`config.mk`:
```
export PLATFORM = sky130hd
export DESIGN_NAME = host_read_bridge
export DESIGN_NICKNAME = d
export VERILOG_FILES = /design/src/common/wed_pkg.sv /design/src/logic/host_read_bridge.sv
export VERILOG_INCLUDE_DIRS = /design/src /design/src/common
export SDC_FILE = /design/constraint.sdc
export NUM_CORES = 1
export LEC_CHECK = 0
export CAP_MARGIN = 40
export CORE_ASPECT_RATIO = 0.6
export CORE_UTILIZATION = 60
export CTS_BUF_LIST = sky130_fd_sc_hd__clkbuf_8
export DETAILED_ROUTE_END_ITERATION = 8
export DONT_BUFFER_PORTS = 1
export PLACE_DENSITY = 0.8
export SLEW_MARGIN = 20
export SYNTH_ARGS = -nofsm -noshare
export SYNTH_HDL_FRONTEND = slang
export SYNTH_SLANG_ARGS = --single-unit
```
`constraint.sdc`:
```
create_clock -name clock -period 3.85 [get_ports clock]
set_input_delay 0.5775 -clock clock [delete_from_list [all_inputs] [get_ports clock]]
set_output_delay 0.5775 -clock clock [all_outputs]
set_load 0.02 [all_outputs]
```
`src/common/wed_defs.svh`:
```
`ifndef WED_DEFS_SVH
`define WED_DEFS_SVH

// Engine controllers sharing the read bridge
`define WED_ENGINES 4

// 32-bit words in one WED line
`define WED_WORDS 4

`define WB_DATA_W 32
`define WB_ADDR_W 32

// Tag carries the engine index
`define WED_TAG_W ((`WED_ENGINES > 1) ? $clog2(`WED_ENGINES) : 1)

// Selects a word inside a line
`define WED_INDEX_W ((`WED_WORDS > 1) ? $clog2(`WED_WORDS) : 1)

`endif

```
`src/common/wed_pkg.sv`:
```
`include "wed_defs.svh"

package wed_pkg;

  // Per-engine fetch controller
  typedef enum logic [2:0] {
    WED_RESET,
    WED_IDLE,
    WED_REQ,
    WED_WAITING,
    WED_DONE,
    WED_FAULTED
  } wed_state;

  // Host read bridge sequencing
  typedef enum logic [1:0] {
    BR_IDLE,
    BR_CYCLE,   // Wishbone word cycle in progress
    BR_BEAT,    // Word handed to the controllers
    BR_RESPOND  // Completion for the whole line
  } bridge_state;

  typedef enum logic {
    RESP_DONE,
    RESP_FAULT
  } response_code;

  // Decoded work element descriptor
  typedef struct packed {
    logic [31:0] source_address;
    logic [31:0] dest_address;
    logic [31:0] length;
    logic [31:0] flags;
  } wed_t;

  // Word 0 sits in the low bits of the captured line
  function automatic wed_t map_to_wed(input logic [`WED_WORDS*`WB_DATA_W-1:0] line);
    wed_t w;
    w.source_address = line[31:0];
    w.dest_address   = line[63:32];
    w.length         = line[95:64];
    w.flags          = line[127:96];
    return w;
  endfunction

endpackage

```
`src/logic/host_read_bridge.sv`:
```
`timescale 1ns/100ps
`include "wed_defs.svh"

module host_read_bridge (
  input  logic                     clock,
  input  logic                     rstn,
  input  logic                     cmd_valid,
  input  logic [`WED_TAG_W-1:0]    cmd_tag,
  input  logic [`WB_ADDR_W-1:0]    cmd_address,
  output logic                     cmd_ready,
  output logic                     beat_valid,
  output logic [`WED_TAG_W-1:0]    beat_tag,
  output logic [`WED_INDEX_W-1:0]  beat_index,
  output logic [`WB_DATA_W-1:0]    beat_data,
  output logic                     resp_valid,
  output logic [`WED_TAG_W-1:0]    resp_tag,
  output wed_pkg::response_code    resp_code,
  output logic                     wb_cyc,
  output logic                     wb_stb,
  output logic                     wb_we,
  output logic [`WB_ADDR_W-1:0]    wb_adr,
  output logic [`WB_DATA_W/8-1:0]  wb_sel,
  input  logic [`WB_DATA_W-1:0]    wb_dat_i,
  input  logic                     wb_ack,
  input  logic                     wb_err
);

  localparam int LAST_WORD = `WED_WORDS - 1;

  wed_pkg::bridge_state state;
  wed_pkg::bridge_state next_state;

  logic [`WED_TAG_W-1:0]   tag_q;
  logic [`WB_ADDR_W-1:0]   base_q;
  logic [`WED_INDEX_W-1:0] word_cnt;
  logic [`WB_DATA_W-1:0]   data_q;
  logic                    err_flag;
  logic [`WB_ADDR_W-1:0]   word_offset;
  logic                    last_word;

  assign word_offset = {{(`WB_ADDR_W - `WED_INDEX_W - 2){1'b0}}, word_cnt, 2'b00};
  assign last_word   = (word_cnt == LAST_WORD[`WED_INDEX_W-1:0]);

  always_comb begin
    next_state = state;
    case (state)
      wed_pkg::BR_IDLE: begin
        if (cmd_valid && cmd_ready) begin
          next_state = wed_pkg::BR_CYCLE;
        end
      end
      wed_pkg::BR_CYCLE: begin
        if (wb_err) begin
          next_state = wed_pkg::BR_RESPOND;  // Line ends early, no beat
        end else if (wb_ack) begin
          next_state = wed_pkg::BR_BEAT;
        end
      end
      wed_pkg::BR_BEAT: begin
        next_state = last_word ? wed_pkg::BR_RESPOND : wed_pkg::BR_CYCLE;
      end
      wed_pkg::BR_RESPOND: begin
        next_state = wed_pkg::BR_IDLE;
      end
      default: begin
        next_state = wed_pkg::BR_IDLE;
      end
    endcase
  end

  always_ff @(posedge clock or negedge rstn) begin
    if (!rstn) begin
      state     <= wed_pkg::BR_IDLE;
      cmd_ready <= 1'b0;
      word_cnt  <= '0;
      err_flag  <= 1'b0;
    end else begin
      state     <= next_state;
      cmd_ready <= (next_state == wed_pkg::BR_IDLE);  // Up one cycle after reset
      if (state == wed_pkg::BR_IDLE) begin
        word_cnt <= '0;
        err_flag <= 1'b0;
      end else if ((state == wed_pkg::BR_BEAT) && !last_word) begin
        word_cnt <= word_cnt + 1'b1;
      end
      if ((state == wed_pkg::BR_CYCLE) && wb_err) begin
        err_flag <= 1'b1;
      end
    end
  end

  always_ff @(posedge clock) begin
    if ((state == wed_pkg::BR_IDLE) && cmd_valid && cmd_ready) begin
      tag_q  <= cmd_tag;
      base_q <= cmd_address;
    end
    if ((state == wed_pkg::BR_CYCLE) && wb_ack) begin
      data_q <= wb_dat_i;
    end
  end

  // Classic single-word cycle, dropped in BEAT for the gap
  assign wb_cyc = (state == wed_pkg::BR_CYCLE);
  assign wb_stb = (state == wed_pkg::BR_CYCLE);
  assign wb_we  = 1'b0;
  assign wb_adr = base_q + word_offset;
  assign wb_sel = '1;

  assign beat_valid = (state == wed_pkg::BR_BEAT);
  assign beat_tag   = tag_q;
  assign beat_index = word_cnt;
  assign beat_data  = data_q;

  assign resp_valid = (state == wed_pkg::BR_RESPOND);
  assign resp_tag   = tag_q;
  assign resp_code  = err_flag ? wed_pkg::RESP_FAULT : wed_pkg::RESP_DONE;

  a_stb_in_cyc: assert property (@(posedge clock) disable iff (!rstn)
    wb_stb |-> wb_cyc);

  // Address must hold until the slave answers
  a_adr_hold: assert property (@(posedge clock) disable iff (!rstn)
    (wb_stb && !wb_ack && !wb_err) |=> (wb_stb && $stable(wb_adr)));

endmodule

```
Word-level counts from Yosys, hierarchy flattened
Index checks and enable logic that the tools add are counted.
Storage, ports and cells
  flip-flop bits (word level): 72
  bits in latches: 0
  bits in writable memories: 0
  memory bits (read-only): 0
  input bits: 71
  output and inout port bits: 81
  memories: 0
Operators by class
  add/sub/neg operators: 2
  multiply operators: 0
  divide/modulo/power cells: 0
  magnitude comparators: 0
  eq/ne operators: 4
  shifts and indexed selects: 0
  muxes and demuxes: 10
  bitwise gates (word level): 0
  reductions and logical operators: 11
Operators by type and width (number)
  adder 32 x 4 -> 32 bit: 1
  2-to-1 mux 2 bit: 6
  one-hot mux 2 bit (4 select lines): 1
  equality test 2 bit, second input constant: 3
  logical AND 1 bit: 6
  logical NOT 2 bit: 2
  nonzero test 2 bit: 2
  2-to-1 mux 1 bit: 3
  adder 2 x 1 -> 2 bit, second input constant: 1
  equality test 2 x 1 -> 1 bit, second input constant: 1
  logical NOT 1 bit: 1

Longest topological paths before layout
  depth in word-level cells: 5
  mapped depth: 6
  gate-level depth less buffers: 6

Worst setup path before layout
Ideal clock, no wire load.
  path kind: register to output
  start point: register word_cnt[0], in the netlist beat_index[0]
  end point: output port wb_adr[16]
  arrival: 2.059 ns
  setup slack: 1.214 ns
  cell stages (with the launch flop): 7
  path buffers: 0
  cells stage by stage: dfrtp_1 -> ha_1 -> fa_1 -> nand4_1 -> nor3_1 -> nand4_1 -> xnor2_1
On the way
  word-level cells in the longest chain between the ends: 1
RTL lines
  start: declaration: RTL line host_read_bridge.sv:35  | logic [`WED_INDEX_W-1:0] word_cnt;
  start signal: assignment: RTL line host_read_bridge.sv:84  | word_cnt <= word_cnt + 1'b1;
  adder 32 x 4 -> 32 bit: RTL line host_read_bridge.sv:106  | assign wb_adr = base_q + word_offset;
  end: declaration: RTL line host_read_bridge.sv:21  | output logic [`WB_ADDR_W-1:0] wb_adr,
No other way between the ends.

Final worst setup path
  start point: register word_cnt[0], in the netlist beat_index[0]
  end point: output port wb_adr[28]
The elaborated chain is that of the path after synthesis.

==> key figures <==
Status
  – Status: complete, no violations

Synthesis
  – Netlist area before placement: 2920 µm²
  – Largest area contributor in the netlist: edfxtp_1
  – Synthesis warning total: 0
  – Post-synth top area share: 67.9%
  – Syn Inst Count: 185
  – Distinct cells, synth: 28
  – Synth area leaders: edfxtp_1, xnor2_1, dfrtp_1
  – Syn avg cell area: 15.8 µm²
  – Seq/Total Area, Yosys: 73.0%
  – Yosys reg bits: 72

Power and ir drop
  – NetSw: 751 µW
  – Switching Fraction: 34.1%
  – Maximum VDD drop: 0.000451 V
  – Cell internal pwr: 1450 µW
  – Combinational power share: 17.2%
  – Reg power frac: 57.1%
  – Power per standard cell area: 694 nW/µm²
  – Clock Power Share: 25.7%
  – Static Leak: 0.00107 µW

Routing
  – Via/cell ratio: 5.99
  – Drt pass-1 iters: 4
  – Drt drc: 0
  – Iter 0 DRT Violations: 84
  – Via count: 1,558
  – Final WL: 5.20 mm
  – Routed len/inst: 20.0 µm
  – ANT nets after route: 0

Setup path
  – Worst r2r src: state[0]
  – Reg2reg path depth: 4
  – Crit path buffers/inverters: 1
  – Critical Path AT: 2.86 ns
  – Most used cell along the critical path: nand4_1
  – CP cell instances: ha_1 -> fa_1 -> nand4_1 -> nor3_1 -> clkbuf_2 -> nand4_1 -> xnor2_1
  – Flop-to-flop setup slack: 1.93 ns
  – Crit path max-delay family: simple AND/OR/NAND/NOR gates
  – WS Path Type: reg -> out
  – Critical Path End Type: primary output
  – CP Max Fanout: 6
  – Worst setup SP type: register
  – FF-to-FF End: beat_data[12]
  – CP max stage cell: dfrtp_1
  – Critical Path RT: 3.27 ns
  – Max stage delay on crit path: 0.55 ns
  – Critical path startpoint: beat_index[0]

STA
  – Final Hold Violating Endpoints: 0
  – Skew final: 0.00665 ns
  – Final setup violating endpoints: 0
  – Relative slew slack: 56.3%
  – Final Max Slew Viols: 0
  – Worst setup margin: 0.413 ns
  – Period utilization: 89.3%
  – Worst slew pin tran: 0.653 ns
  – Setup TNS: 0 ns
  – Unrepaired setup endpoints after global routing: false
  – Achievable clock frequency: 291 MHz
  – Final min period: 3.44 ns

Global route
  – Initial antenna violation count: 0
  – Vias in the first global route: 1,465
  – Tot GR Track Use: 21.2%
  – Largest net degree at the start of global routing: 36
  – GR Overflow Total: 0
  – First-pass GRT wire length: 7.66 mm

Die
  – Initial Util: 63.3%
  – Floorplan row count: 19
  – Die ar.: 5160 µm²
  – Core area: 4610 µm²
  – Chip Height: 56.0 µm
  – Die W: 92.1 µm
  – I/O pin cnt: 152

Hold path
  – Worst Hold End: base_q[17]
  – Min-delay src: cmd_address[17]
  – Hold Path Depth: 0
  – Hold/Removal Path Class: in -> reg

Placed design
  – GPL Wtd Cong: 0.731
  – Place WS: 0.638 ns
  – Post-DP HPWL: 3.95 mm
  – Port buffer count: 0

Job
  – Max-cap viol count: 0

Clocking
  – Post-CTS Setup Inserts: 0
  – CTS root buffer: clkbuf_8
  – Clock sink count: 72
  – Clock insertion delay at the later pin of the skew report: 0.34 ns
  – H-tree levels: 3
  – TritonCTS clock tree: yes
  – Cts repair resizes: 0
  – Clock slew at reported path FFs: 0.07 ns
  – Buffer depth of the longest clock path: 2
  – Total CTS buffers: 9

Final layout
  – Final core occ: 68.7%
  – Footprint of the multi-input gates: 712 µm²
  – Layout Area Growth over Synthesis: 8.53%
  – # fillers: 334
  – Fraction of layout instances using a drive strength above 1: 10.7%
  – Reg area: 2130 µm²
  – Most frequent cells in the layout: edfxtp_1, xnor2_1, nand3_1, nand2_1
  – Commonest non-fill, non-tap cell in the layout: edfxtp_1
  – NumNets Final: 268
  – N_diodes: 0
-- through the flow --
stage                     hold slack [ns]  std cells  power (µW)  area, µm²
after floorplan                     0.282        188        1560       2930
after global placement              0.282        242        1620       2950
after detailed placement            0.282        243        1650       2960
after CTS                           0.307        259        2220       3160
after global routing                0.300        260        2290       3170
final                               0.327        260        2200       3170
-- cell families (layout without fill, tap and decap cells) --
family	Yosys count	count (layout)	synth area share [%]
AO/OA/AOI/OAI	8	8	1.67
XOR/XNOR	28	28	8.40
adder cells (fa/ha/maj)	4	4	1.97
buffers and inverters	13	22	3.00
flip-flops	72	72	73.0
other	2	5	0.257
AND/OR/NAND/NOR	58	58	11.7
-- sequential cells by signal, indices dropped and copies added (netlist names) --
register / flops
beat_data: 32
err_flag: 1
base_q: 32
cmd_ready: 1
state: 2
beat_index: 2
beat_tag: 2
-- cell usage after synthesis --
cell type / number
edfxtp_1: 66
xnor2_1: 22
nand2_1: 11
nand3_1: 11
buf_4: 10
nand4_1: 9
nor2_1: 8
dfrtp_1: 6
xor2_1: 6
and4_1: 4
and2_1: 3
and3_1: 3
ha_1: 3
o21ai_0: 3
a21oi_1: 2
conb_1: 2
inv_1: 2
nand2b_1: 2
nor2b_1: 2
nor3_1: 2
a211o_1: 1
a21o_1: 1
a22oi_1: 1
buf_2: 1
fa_1: 1
nand4_4: 1
nor4_1: 1
nor4b_4: 1
-- power by group through the flow --
| stage | clock [µW] | combinational (µW) | sequential (µW) |
|---|---|---|---|
| after floorplan | 0 | 330 | 1230 |
| after global placement | 0 | 351 | 1270 |
| after detailed placement | 0 | 377 | 1270 |
| after CTS | 582 | 382 | 1260 |
| after global routing | 608 | 406 | 1280 |
| final | 567 | 378 | 1260 |
-- area by class of cell --
| cell class | count | area share [%] |
|---|---|---|
| sequential | 72 | 67.3 |
| multi-input combinational | 103 | 22.5 |
| clock buffer | 9 | 3.91 |
| tap | 63 | 2.49 |
| clock inverter | 6 | 2.21 |
| timing repair buffer | 5 | 1.42 |
| inverter | 2 | 0.237 |
-- worst max path at each step --
stage	end	slack, ns	depth (start not counted)
5_1_grt	wb_adr[28]	0.22	7
6_report	wb_adr[28]	0.41	7
3_3_place_gp	wb_adr[30]	0.73	6
4_1_cts	wb_adr[28]	0.24	6
2_1_floorplan	wb_adr[16]	1.21	6
3_5_place_dp	wb_adr[28]	0.64	6
-- metal layers --
metal / track usage (%) / up-vias / share of wire [%]
met5: 0 / - / 0
met4: 7.81 / 0 / 1.2
met3: 13.1 / 7 / 11
met2: 32.6 / 97 / 49
met1: 24.4 / 770 / 39
li1: - / 684 / -
-- what timing repair did --
| item | in CTS | in global routing |
|---|---|---|
| hold buffers | 1 | 0 |
| setup endpoints to repair | 0 | 0 |
| endpoints found under the hold margin | 6 | 0 |
Note: power is estimated with default switching activity, not from simulation.
