`config.mk`:
```
export PLATFORM = sky130hd
export DESIGN_NAME = wed_control
export DESIGN_NICKNAME = d
export VERILOG_FILES = /design/src/common/wed_pkg.sv /design/src/wed_control/wed_control.sv
export VERILOG_INCLUDE_DIRS = /design/src /design/src/common
export SDC_FILE = /design/constraint.sdc
export NUM_CORES = 1
export LEC_CHECK = 0
export ABC_CLOCK_PERIOD_IN_PS = 7840
export BUFFER_PORTS_ARGS = -buffer_cell sky130_fd_sc_hd__buf_4
export CAP_MARGIN = 20
export CORE_UTILIZATION = 38
export CTS_BUF_LIST = sky130_fd_sc_hd__clkbuf_2
export DETAILED_ROUTE_END_ITERATION = 10
export GPL_ROUTABILITY_DRIVEN = 0
export GPL_TIMING_DRIVEN = 0
export SYNTH_ARGS = -nofsm -noshare
export SYNTH_HDL_FRONTEND = slang
export SYNTH_SLANG_ARGS = --single-unit
```
`constraint.sdc`:
```
create_clock -name clock -period 7.84 [get_ports clock]
set_input_delay 1.568 -clock clock [delete_from_list [all_inputs] [get_ports clock]]
set_output_delay 1.568 -clock clock [all_outputs]
set_load 0.03 [all_outputs]
```
`src/common/wed_defs.svh`:
```
`ifndef WED_DEFS_SVH
`define WED_DEFS_SVH

// Engine controllers sharing the read bridge
`define WED_ENGINES 4

// 32-bit words in one WED line
`define WED_WORDS 4

`define WB_DATA_W 32
`define WB_ADDR_W 32

// Tag carries the engine index
`define WED_TAG_W ((`WED_ENGINES > 1) ? $clog2(`WED_ENGINES) : 1)

// Selects a word inside a line
`define WED_INDEX_W ((`WED_WORDS > 1) ? $clog2(`WED_WORDS) : 1)

`endif

```
`src/common/wed_pkg.sv`:
```
`include "wed_defs.svh"

package wed_pkg;

  // Per-engine fetch controller
  typedef enum logic [2:0] {
    WED_RESET,
    WED_IDLE,
    WED_REQ,
    WED_WAITING,
    WED_DONE,
    WED_FAULTED
  } wed_state;

  // Host read bridge sequencing
  typedef enum logic [1:0] {
    BR_IDLE,
    BR_CYCLE,   // Wishbone word cycle in progress
    BR_BEAT,    // Word handed to the controllers
    BR_RESPOND  // Completion for the whole line
  } bridge_state;

  typedef enum logic {
    RESP_DONE,
    RESP_FAULT
  } response_code;

  // Decoded work element descriptor
  typedef struct packed {
    logic [31:0] source_address;
    logic [31:0] dest_address;
    logic [31:0] length;
    logic [31:0] flags;
  } wed_t;

  // Word 0 sits in the low bits of the captured line
  function automatic wed_t map_to_wed(input logic [`WED_WORDS*`WB_DATA_W-1:0] line);
    wed_t w;
    w.source_address = line[31:0];
    w.dest_address   = line[63:32];
    w.length         = line[95:64];
    w.flags          = line[127:96];
    return w;
  endfunction

endpackage

```
`src/wed_control/wed_control.sv`:
```
`timescale 1ns/100ps
`include "wed_defs.svh"

module wed_control #(
  parameter int ENGINE_ID = 0
) (
  input  logic                    clock,
  input  logic                    rstn,
  input  logic                    enabled,
  input  logic [`WB_ADDR_W-1:0]   wed_address,
  output logic                    cmd_req,
  output logic [`WB_ADDR_W-1:0]   cmd_address,
  input  logic                    cmd_accept,
  input  logic                    beat_valid,
  input  logic [`WED_TAG_W-1:0]   beat_tag,
  input  logic [`WED_INDEX_W-1:0] beat_index,
  input  logic [`WB_DATA_W-1:0]   beat_data,
  input  logic                    resp_valid,
  input  logic [`WED_TAG_W-1:0]   resp_tag,
  input  wed_pkg::response_code   resp_code,
  output wed_pkg::wed_t           wed,
  output logic                    wed_valid,
  output logic                    wed_fault
);

  localparam logic [`WED_TAG_W-1:0] MY_TAG = ENGINE_ID[`WED_TAG_W-1:0];

  wed_pkg::wed_state state;
  wed_pkg::wed_state next_state;

  logic [`WED_WORDS*`WB_DATA_W-1:0] line;  // Raw line as the beats arrive
  logic beat_hit;
  logic resp_hit;
  logic enter_req;
  logic enter_done;
  logic enter_fault;

  assign beat_hit = beat_valid && (beat_tag == MY_TAG);
  assign resp_hit = resp_valid && (resp_tag == MY_TAG);

  assign enter_req   = (state == wed_pkg::WED_IDLE) && (next_state == wed_pkg::WED_REQ);
  assign enter_done  = (state == wed_pkg::WED_WAITING) && (next_state == wed_pkg::WED_DONE);
  assign enter_fault = (state == wed_pkg::WED_WAITING) && (next_state == wed_pkg::WED_FAULTED);

  always_ff @(posedge clock or negedge rstn) begin
    if (!rstn) begin
      state <= wed_pkg::WED_RESET;
    end else begin
      state <= next_state;
    end
  end

  always_comb begin
    next_state = state;
    case (state)
      wed_pkg::WED_RESET: begin
        next_state = wed_pkg::WED_IDLE;
      end
      wed_pkg::WED_IDLE: begin
        if (enabled && !wed_valid && !wed_fault) begin  // Only one fetch per reset
          next_state = wed_pkg::WED_REQ;
        end
      end
      wed_pkg::WED_REQ: begin
        if (cmd_accept) begin
          next_state = wed_pkg::WED_WAITING;
        end
      end
      wed_pkg::WED_WAITING: begin
        if (resp_hit && (resp_code == wed_pkg::RESP_DONE)) begin
          next_state = wed_pkg::WED_DONE;
        end else if (resp_hit) begin
          next_state = wed_pkg::WED_FAULTED;
        end
      end
      wed_pkg::WED_DONE: begin
        next_state = wed_pkg::WED_IDLE;
      end
      wed_pkg::WED_FAULTED: begin
        next_state = wed_pkg::WED_IDLE;  // Sticky fault keeps it parked
      end
      default: begin
        next_state = wed_pkg::WED_IDLE;
      end
    endcase
  end

  always_ff @(posedge clock or negedge rstn) begin
    if (!rstn) begin
      cmd_req   <= 1'b0;
      wed_valid <= 1'b0;
      wed_fault <= 1'b0;
    end else begin
      if (enter_req) begin
        cmd_req <= 1'b1;
      end else if (cmd_accept) begin
        cmd_req <= 1'b0;  // Drops the cycle after the accept
      end
      if (enter_done) begin
        wed_valid <= 1'b1;
      end
      if (enter_fault) begin
        wed_fault <= 1'b1;
      end
    end
  end

  always_ff @(posedge clock) begin
    if (enter_req) begin
      cmd_address <= wed_address;  // Stable before the arbiter can grant
    end
    if ((state == wed_pkg::WED_WAITING) && beat_hit) begin
      line[beat_index*`WB_DATA_W +: `WB_DATA_W] <= beat_data;
    end
    if (enter_done) begin
      wed <= wed_pkg::map_to_wed(line);  // Visible together with wed_valid in DONE
    end
  end

  a_no_req_in_done: assert property (@(posedge clock) disable iff (!rstn)
    (state == wed_pkg::WED_DONE) |-> !cmd_req);

  a_valid_fault_excl: assert property (@(posedge clock) disable iff (!rstn)
    !(wed_valid && wed_fault));

endmodule

```
* Word level (Yosys, flattened, before mapping) *
Cells that the tools add are included.

cells by class
  reductions and logical operators = 14
  $add $sub $neg = 1
  bitwise gates (word level) = 1
  eq/ne operators = 6
  mux-type cells = 8
  shift-type cells = 2

operator list
  cell                                                                        count
  128-bit bitwise mux                                                         1
  32-bit by 34-bit variable shift with 128-bit output (first input constant)  1
  32-bit by 34-bit indexed part select with 128-bit output                    1
  7-bit negator with 34-bit output                                            1
  3-bit 2-to-1 mux                                                            4
  3-bit by 2-bit equality test with 1-bit output (second input constant)      3
  1-bit logical AND                                                           9
  3-bit case mux with 3 select lines                                          1
  3-bit equality test (second input constant)                                 2
  2-bit zero test                                                             2
  3-bit by 1-bit equality test with 1-bit output (second input constant)      1
  1-bit zero test                                                             2
  1-bit 2-to-1 mux                                                            2
  2-bit nonzero test                                                          1
  1-bit inverter                                                              1

word-level totals
  output and inout bits = 163
  input port bits = 77
  register bits after elaboration = 294
  logic and storage cells = 42

* Depth between registers and ports, before layout *
  depth in word-level cells = 8
  depth in mapped cells = 5
  gate-level depth less buffers = 4

* Worst setup path before layout *
Ideal clock, no wire load.

  path kind = input -> register
  start = in resp_tag[1]
  end = reg wed[0] (netlist bit) (enable)
  library setup time = 617 ps
  path slack = -51 ps
  buffers on the path = 0
  required time = 7223 ps
  cell stages on the path = 3
  data arrival time = 7274 ps
  cell sequence = nor3b_1 > nand3_1 > nor2_1

between the ends
  cells in the longest elaborated chain, start to end = 7
  elaborated cells between the ends (all ways) = 8
  classes of those cells = 1 x eq/ne; 3 x mux; 4 x reduce/logical

RTL lines
  item                                                   RTL line                              RTL
  start, declared                                        wed_control.sv:19                     input logic [`WED_TAG_W-1:0] resp_tag,
  2-bit zero test (*)                                    wed_control.sv:39                     assign resp_hit = resp_valid && (resp_tag == MY_TAG);
  1-bit logical AND (*)                                  wed_control.sv:39
  3-bit 2-to-1 mux or 1-bit logical AND (tied branches)  wed_control.sv:72, wed_control.sv:70
  3-bit 2-to-1 mux (*)                                   wed_control.sv:70                     if (resp_hit && (resp_code == wed_pkg::RESP_DONE)) begin
  3-bit case mux with 3 select lines (*)                 wed_control.sv:55                     case (state)
  3-bit equality test (*)                                wed_control.sv:42                     assign enter_done = (state == wed_pkg::WED_WAITING) && (next_state == wed_pkg::WED_DONE);
  1-bit logical AND (*)                                  wed_control.sv:42
  named net enter_done                                   wed_control.sv:35                     logic enter_done;
  end signal, assigned                                   wed_control.sv:116                    wed <= wed_pkg::map_to_wed(line);
  end, declared                                          wed_control.sv:21                     output wed_pkg::wed_t wed,

The timed path passes the listed nets; every way through them passes the cells marked *.
A chain may end at the register's enable or synchronous reset.

* Worst setup path after layout *
  start = in resp_tag[1]
  end = reg wed[73] (netlist bit) (enable)

Same word-level chain as after synthesis.

==> flow_summary.json <==
{
  "outcome": "completed",
  "clkPwrFrac_pct": 32.7,
  "final_area_mm2": 0.01297,
  "syn-num-nets": 552,
  "grt_max_degree": 38,
  "worstMarginPinSlew_ps": 918.2,
  "drv_cap": 0,
  "crit_cells": 6,
  "ff2ff_path_depth": 5,
  "grt_overflow_total": 0,
  "clock_tree.buffer_depth": 3,
  "yosysWarnings": 0,
  "synthFlopType": "edfxtp_1",
  "crit_arrival_ps": 3470,
  "vdd_drop_max_uv": 112.5,
  "p_sw_share_pct": 24.32,
  "synth-seq-cells": 294,
  "clkLatencyLatePin_ps": 820,
  "slowest_stage": "nor2_4",
  "start_kind": "input port",
  "p_int_mw": 2.279,
  "cts_tree": "yes",
  "grt_pass1_vias": 5319,
  "synth_common_cells": "288 x edfxtp_1, 132 x and2_1, 6 x buf_2, 6 x clkbuf_1, 6 x dfrtp_1",
  "die_h_um": 163.7,
  "crit_family": "simple AND/OR/NAND/NOR gates",
  "synth-edff-count": 288,
  "pre_cts_ws_ps": 4014,
  "drive_gt1_share_pct": 44.87,
  "htree_levels": 3,
  "antenna_found_initial": 1,
  "ant_nets": 0,
  "grt_use_total_pct": 15.73,
  "dp_cells": 1047,
  "seq_area_frac_synth_pct": 88.60,
  "synthCells": 470,
  "drt-initial-drc-count": 246,
  "required_ps": 8320,
  "cts_buffers": 73,
  "io_pins": 240,
  "combPwrFrac_pct": 8.0,
  "p_leak_nw": 4.966,
  "syn_area_per_cell_um2": 21.13,
  "yosysMostFrequentCell": "edfxtp_1",
  "rsz0062_at_grt": "no",
  "max_freq_ghz": 0.3343,
  "path_buf_inv": 3,
  "worstHoldPathCells": 0,
  "place_area_mm2": 0.01232,
  "synth.distinct_cells": 24,
  "ctsRootBufferMaster": "clkbuf_2",
  "post_cts_buffers": 0,
  "maxSlewHeadroom_pct": 38.64,
  "die_w_um": 163.7,
  "clk_pin_slew_ps": 100,
  "slew_violations": 0,
  "finalCritPeriodShare_pct": 38.16,
  "syn_to_final_growth_pct": 30.59,
  "dr.pass1.iters": 4,
  "netlist_area_mm2": 0.009931,
  "finalHoldViolations": 0,
  "worstPathMaxFanout": 37,
  "initial_core_util_pct": 39.10,
  "final_nets": 874,
  "fin_util_pct": 51.06,
  "vias_per_cell": 4.434,
  "cp_slowest_stage_delay_ps": 740,
  "cp-end-kind": "flip-flop",
  "grt_pass1_wl_mm": 30.15,
  "core-area_mm2": 0.02540,
  "cpMostUsedCell": "buf_12",
  "path_cells": "buf_4 > nor3b_1 > nand3_1 > nor2_4 > buf_12 > buf_12",
  "yosys.area.top_type": "edfxtp_1",
  "crit_type": "input port to flip-flop",
  "postCtsResizedCells": 0,
  "final-instance-count-excl-fill": 1169,
  "wl_mm": 20.99,
  "p_seq_share_pct": 59.4,
  "hpwl_mm": 13.91,
  "hold_buffers": 0,
  "portBuffers": 239,
  "layout_setup_ws_ps": 4848,
  "whs_ps": 385.2,
  "clock-skew-final_ps": 67.50,
  "vias": 5183,
  "hp-class": "flip-flop to flip-flop",
  "rows": 58,
  "switchingPower_uw": 732.3,
  "async_reset_ff_share_pct": 2.041,
  "setup_viol": 0,
  "die_area_mm2": 0.02678,
  "synth.area.top_cells": "edfxtp_1 87%, and2_1 8.3%, dfrtp_1 1.5%, ha_1 0.63%, nor3b_2 0.38%",
  "drc": 0,
  "synth_top_area_share_pct": 87.09,
  "tns_ps": 0,
  "power.total_mw": 3.011,
  "power_density_mw_per_mm2": 232.2,
  "clkSinkCount": 294,
  "wl_per_cell_um": 17.96,
  "fin_crit_ps": 2992
}
## sequential cells by signal, indices dropped and copies added, names as in the netlist
register / count
line: 128
cmd_req: 1
wed_fault: 1
state: 3
wed: 128
cmd_address: 32
wed_valid: 1
## kinds of logic after synthesis
family / count (synthesis) / synth area share, %
buffers and inverters: 16 / 0.6803
adder cells (fa/ha/maj): 5 / 0.6300
AO/OA/AOI/OAI: 6 / 0.4537
flip-flops: 294 / 88.60
AND/OR/NAND/NOR: 149 / 9.638
## final cells by class
class	count	area [um2]
inverters	4	15.01
well taps	330	412.9
fillers	2139	12430
flip-flops and latches	294	8798
plain buffers	12	52.55
clock buffers	103	515.5
multi-input cells	160	1080
clock inverters	18	135.1
repair buffers	247	1957
diodes	1	2.502
## power by group through the flow
stage | clock network (mW) | logic [mW] | registers [mW]
floorplan | 0 | 0.0643 | 1.88
global placement | 0 | 0.231 | 1.83
detailed placement | 0 | 0.244 | 1.82
CTS | 1.03 | 0.245 | 1.79
global route | 1.11 | 0.257 | 1.79
finish | 0.983 | 0.240 | 1.79
## metal layers
metal / GRT usage, % / share of wire [%] / up-vias
met5: 0 / 0 / -
met4: 7.786 / 2.2 / 0
met3: 5.079 / 7.1 / 35
met2: 26.27 / 51 / 207
met1: 18.20 / 40 / 2505
li1: - / - / 2436
## cell usage in the layout (no fill, tap or decap), drive strengths merged
| cell | n |
|---|---|
| nor2 | 4 |
| a311oi | 1 |
| diode | 1 |
| or3b | 1 |
| buf | 253 |
| nand2b | 1 |
| nor4b | 1 |
| clkinv | 13 |
| nand3 | 2 |
| nor2b | 1 |
| ha | 5 |
| a21o | 1 |
| nor3 | 1 |
| o2bb2ai | 1 |
| nor3b | 4 |
| clkinvlp | 1 |
| edfxtp | 288 |
| and2 | 132 |
| inv | 6 |
| o21bai | 1 |
| dfrtp | 6 |
| a31oi | 1 |
| clkbuf | 109 |
| bufinv | 2 |
| o22ai | 1 |
| nand3b | 2 |
## path summary, 6_finish.rpt
path	start	endpoint	slack, ps
min in group asynchronous	rstn	wed_fault$_DFFE_PN0P_	530
worst min register to register	line[120]$_DFFE_PP_	wed[24]$_DFFE_PP_	390
max in group asynchronous	rstn	state[0]$_DFF_PN0_	7200
worst max-delay path	resp_tag[1]	wed[73]$_DFFE_PP_	4850
worst min-delay path	line[120]$_DFFE_PP_	wed[24]$_DFFE_PP_	390
worst max register to register	state[0]$_DFF_PN0_	wed[73]$_DFFE_PP_	5380
Power figures use the tool's default switching activity.
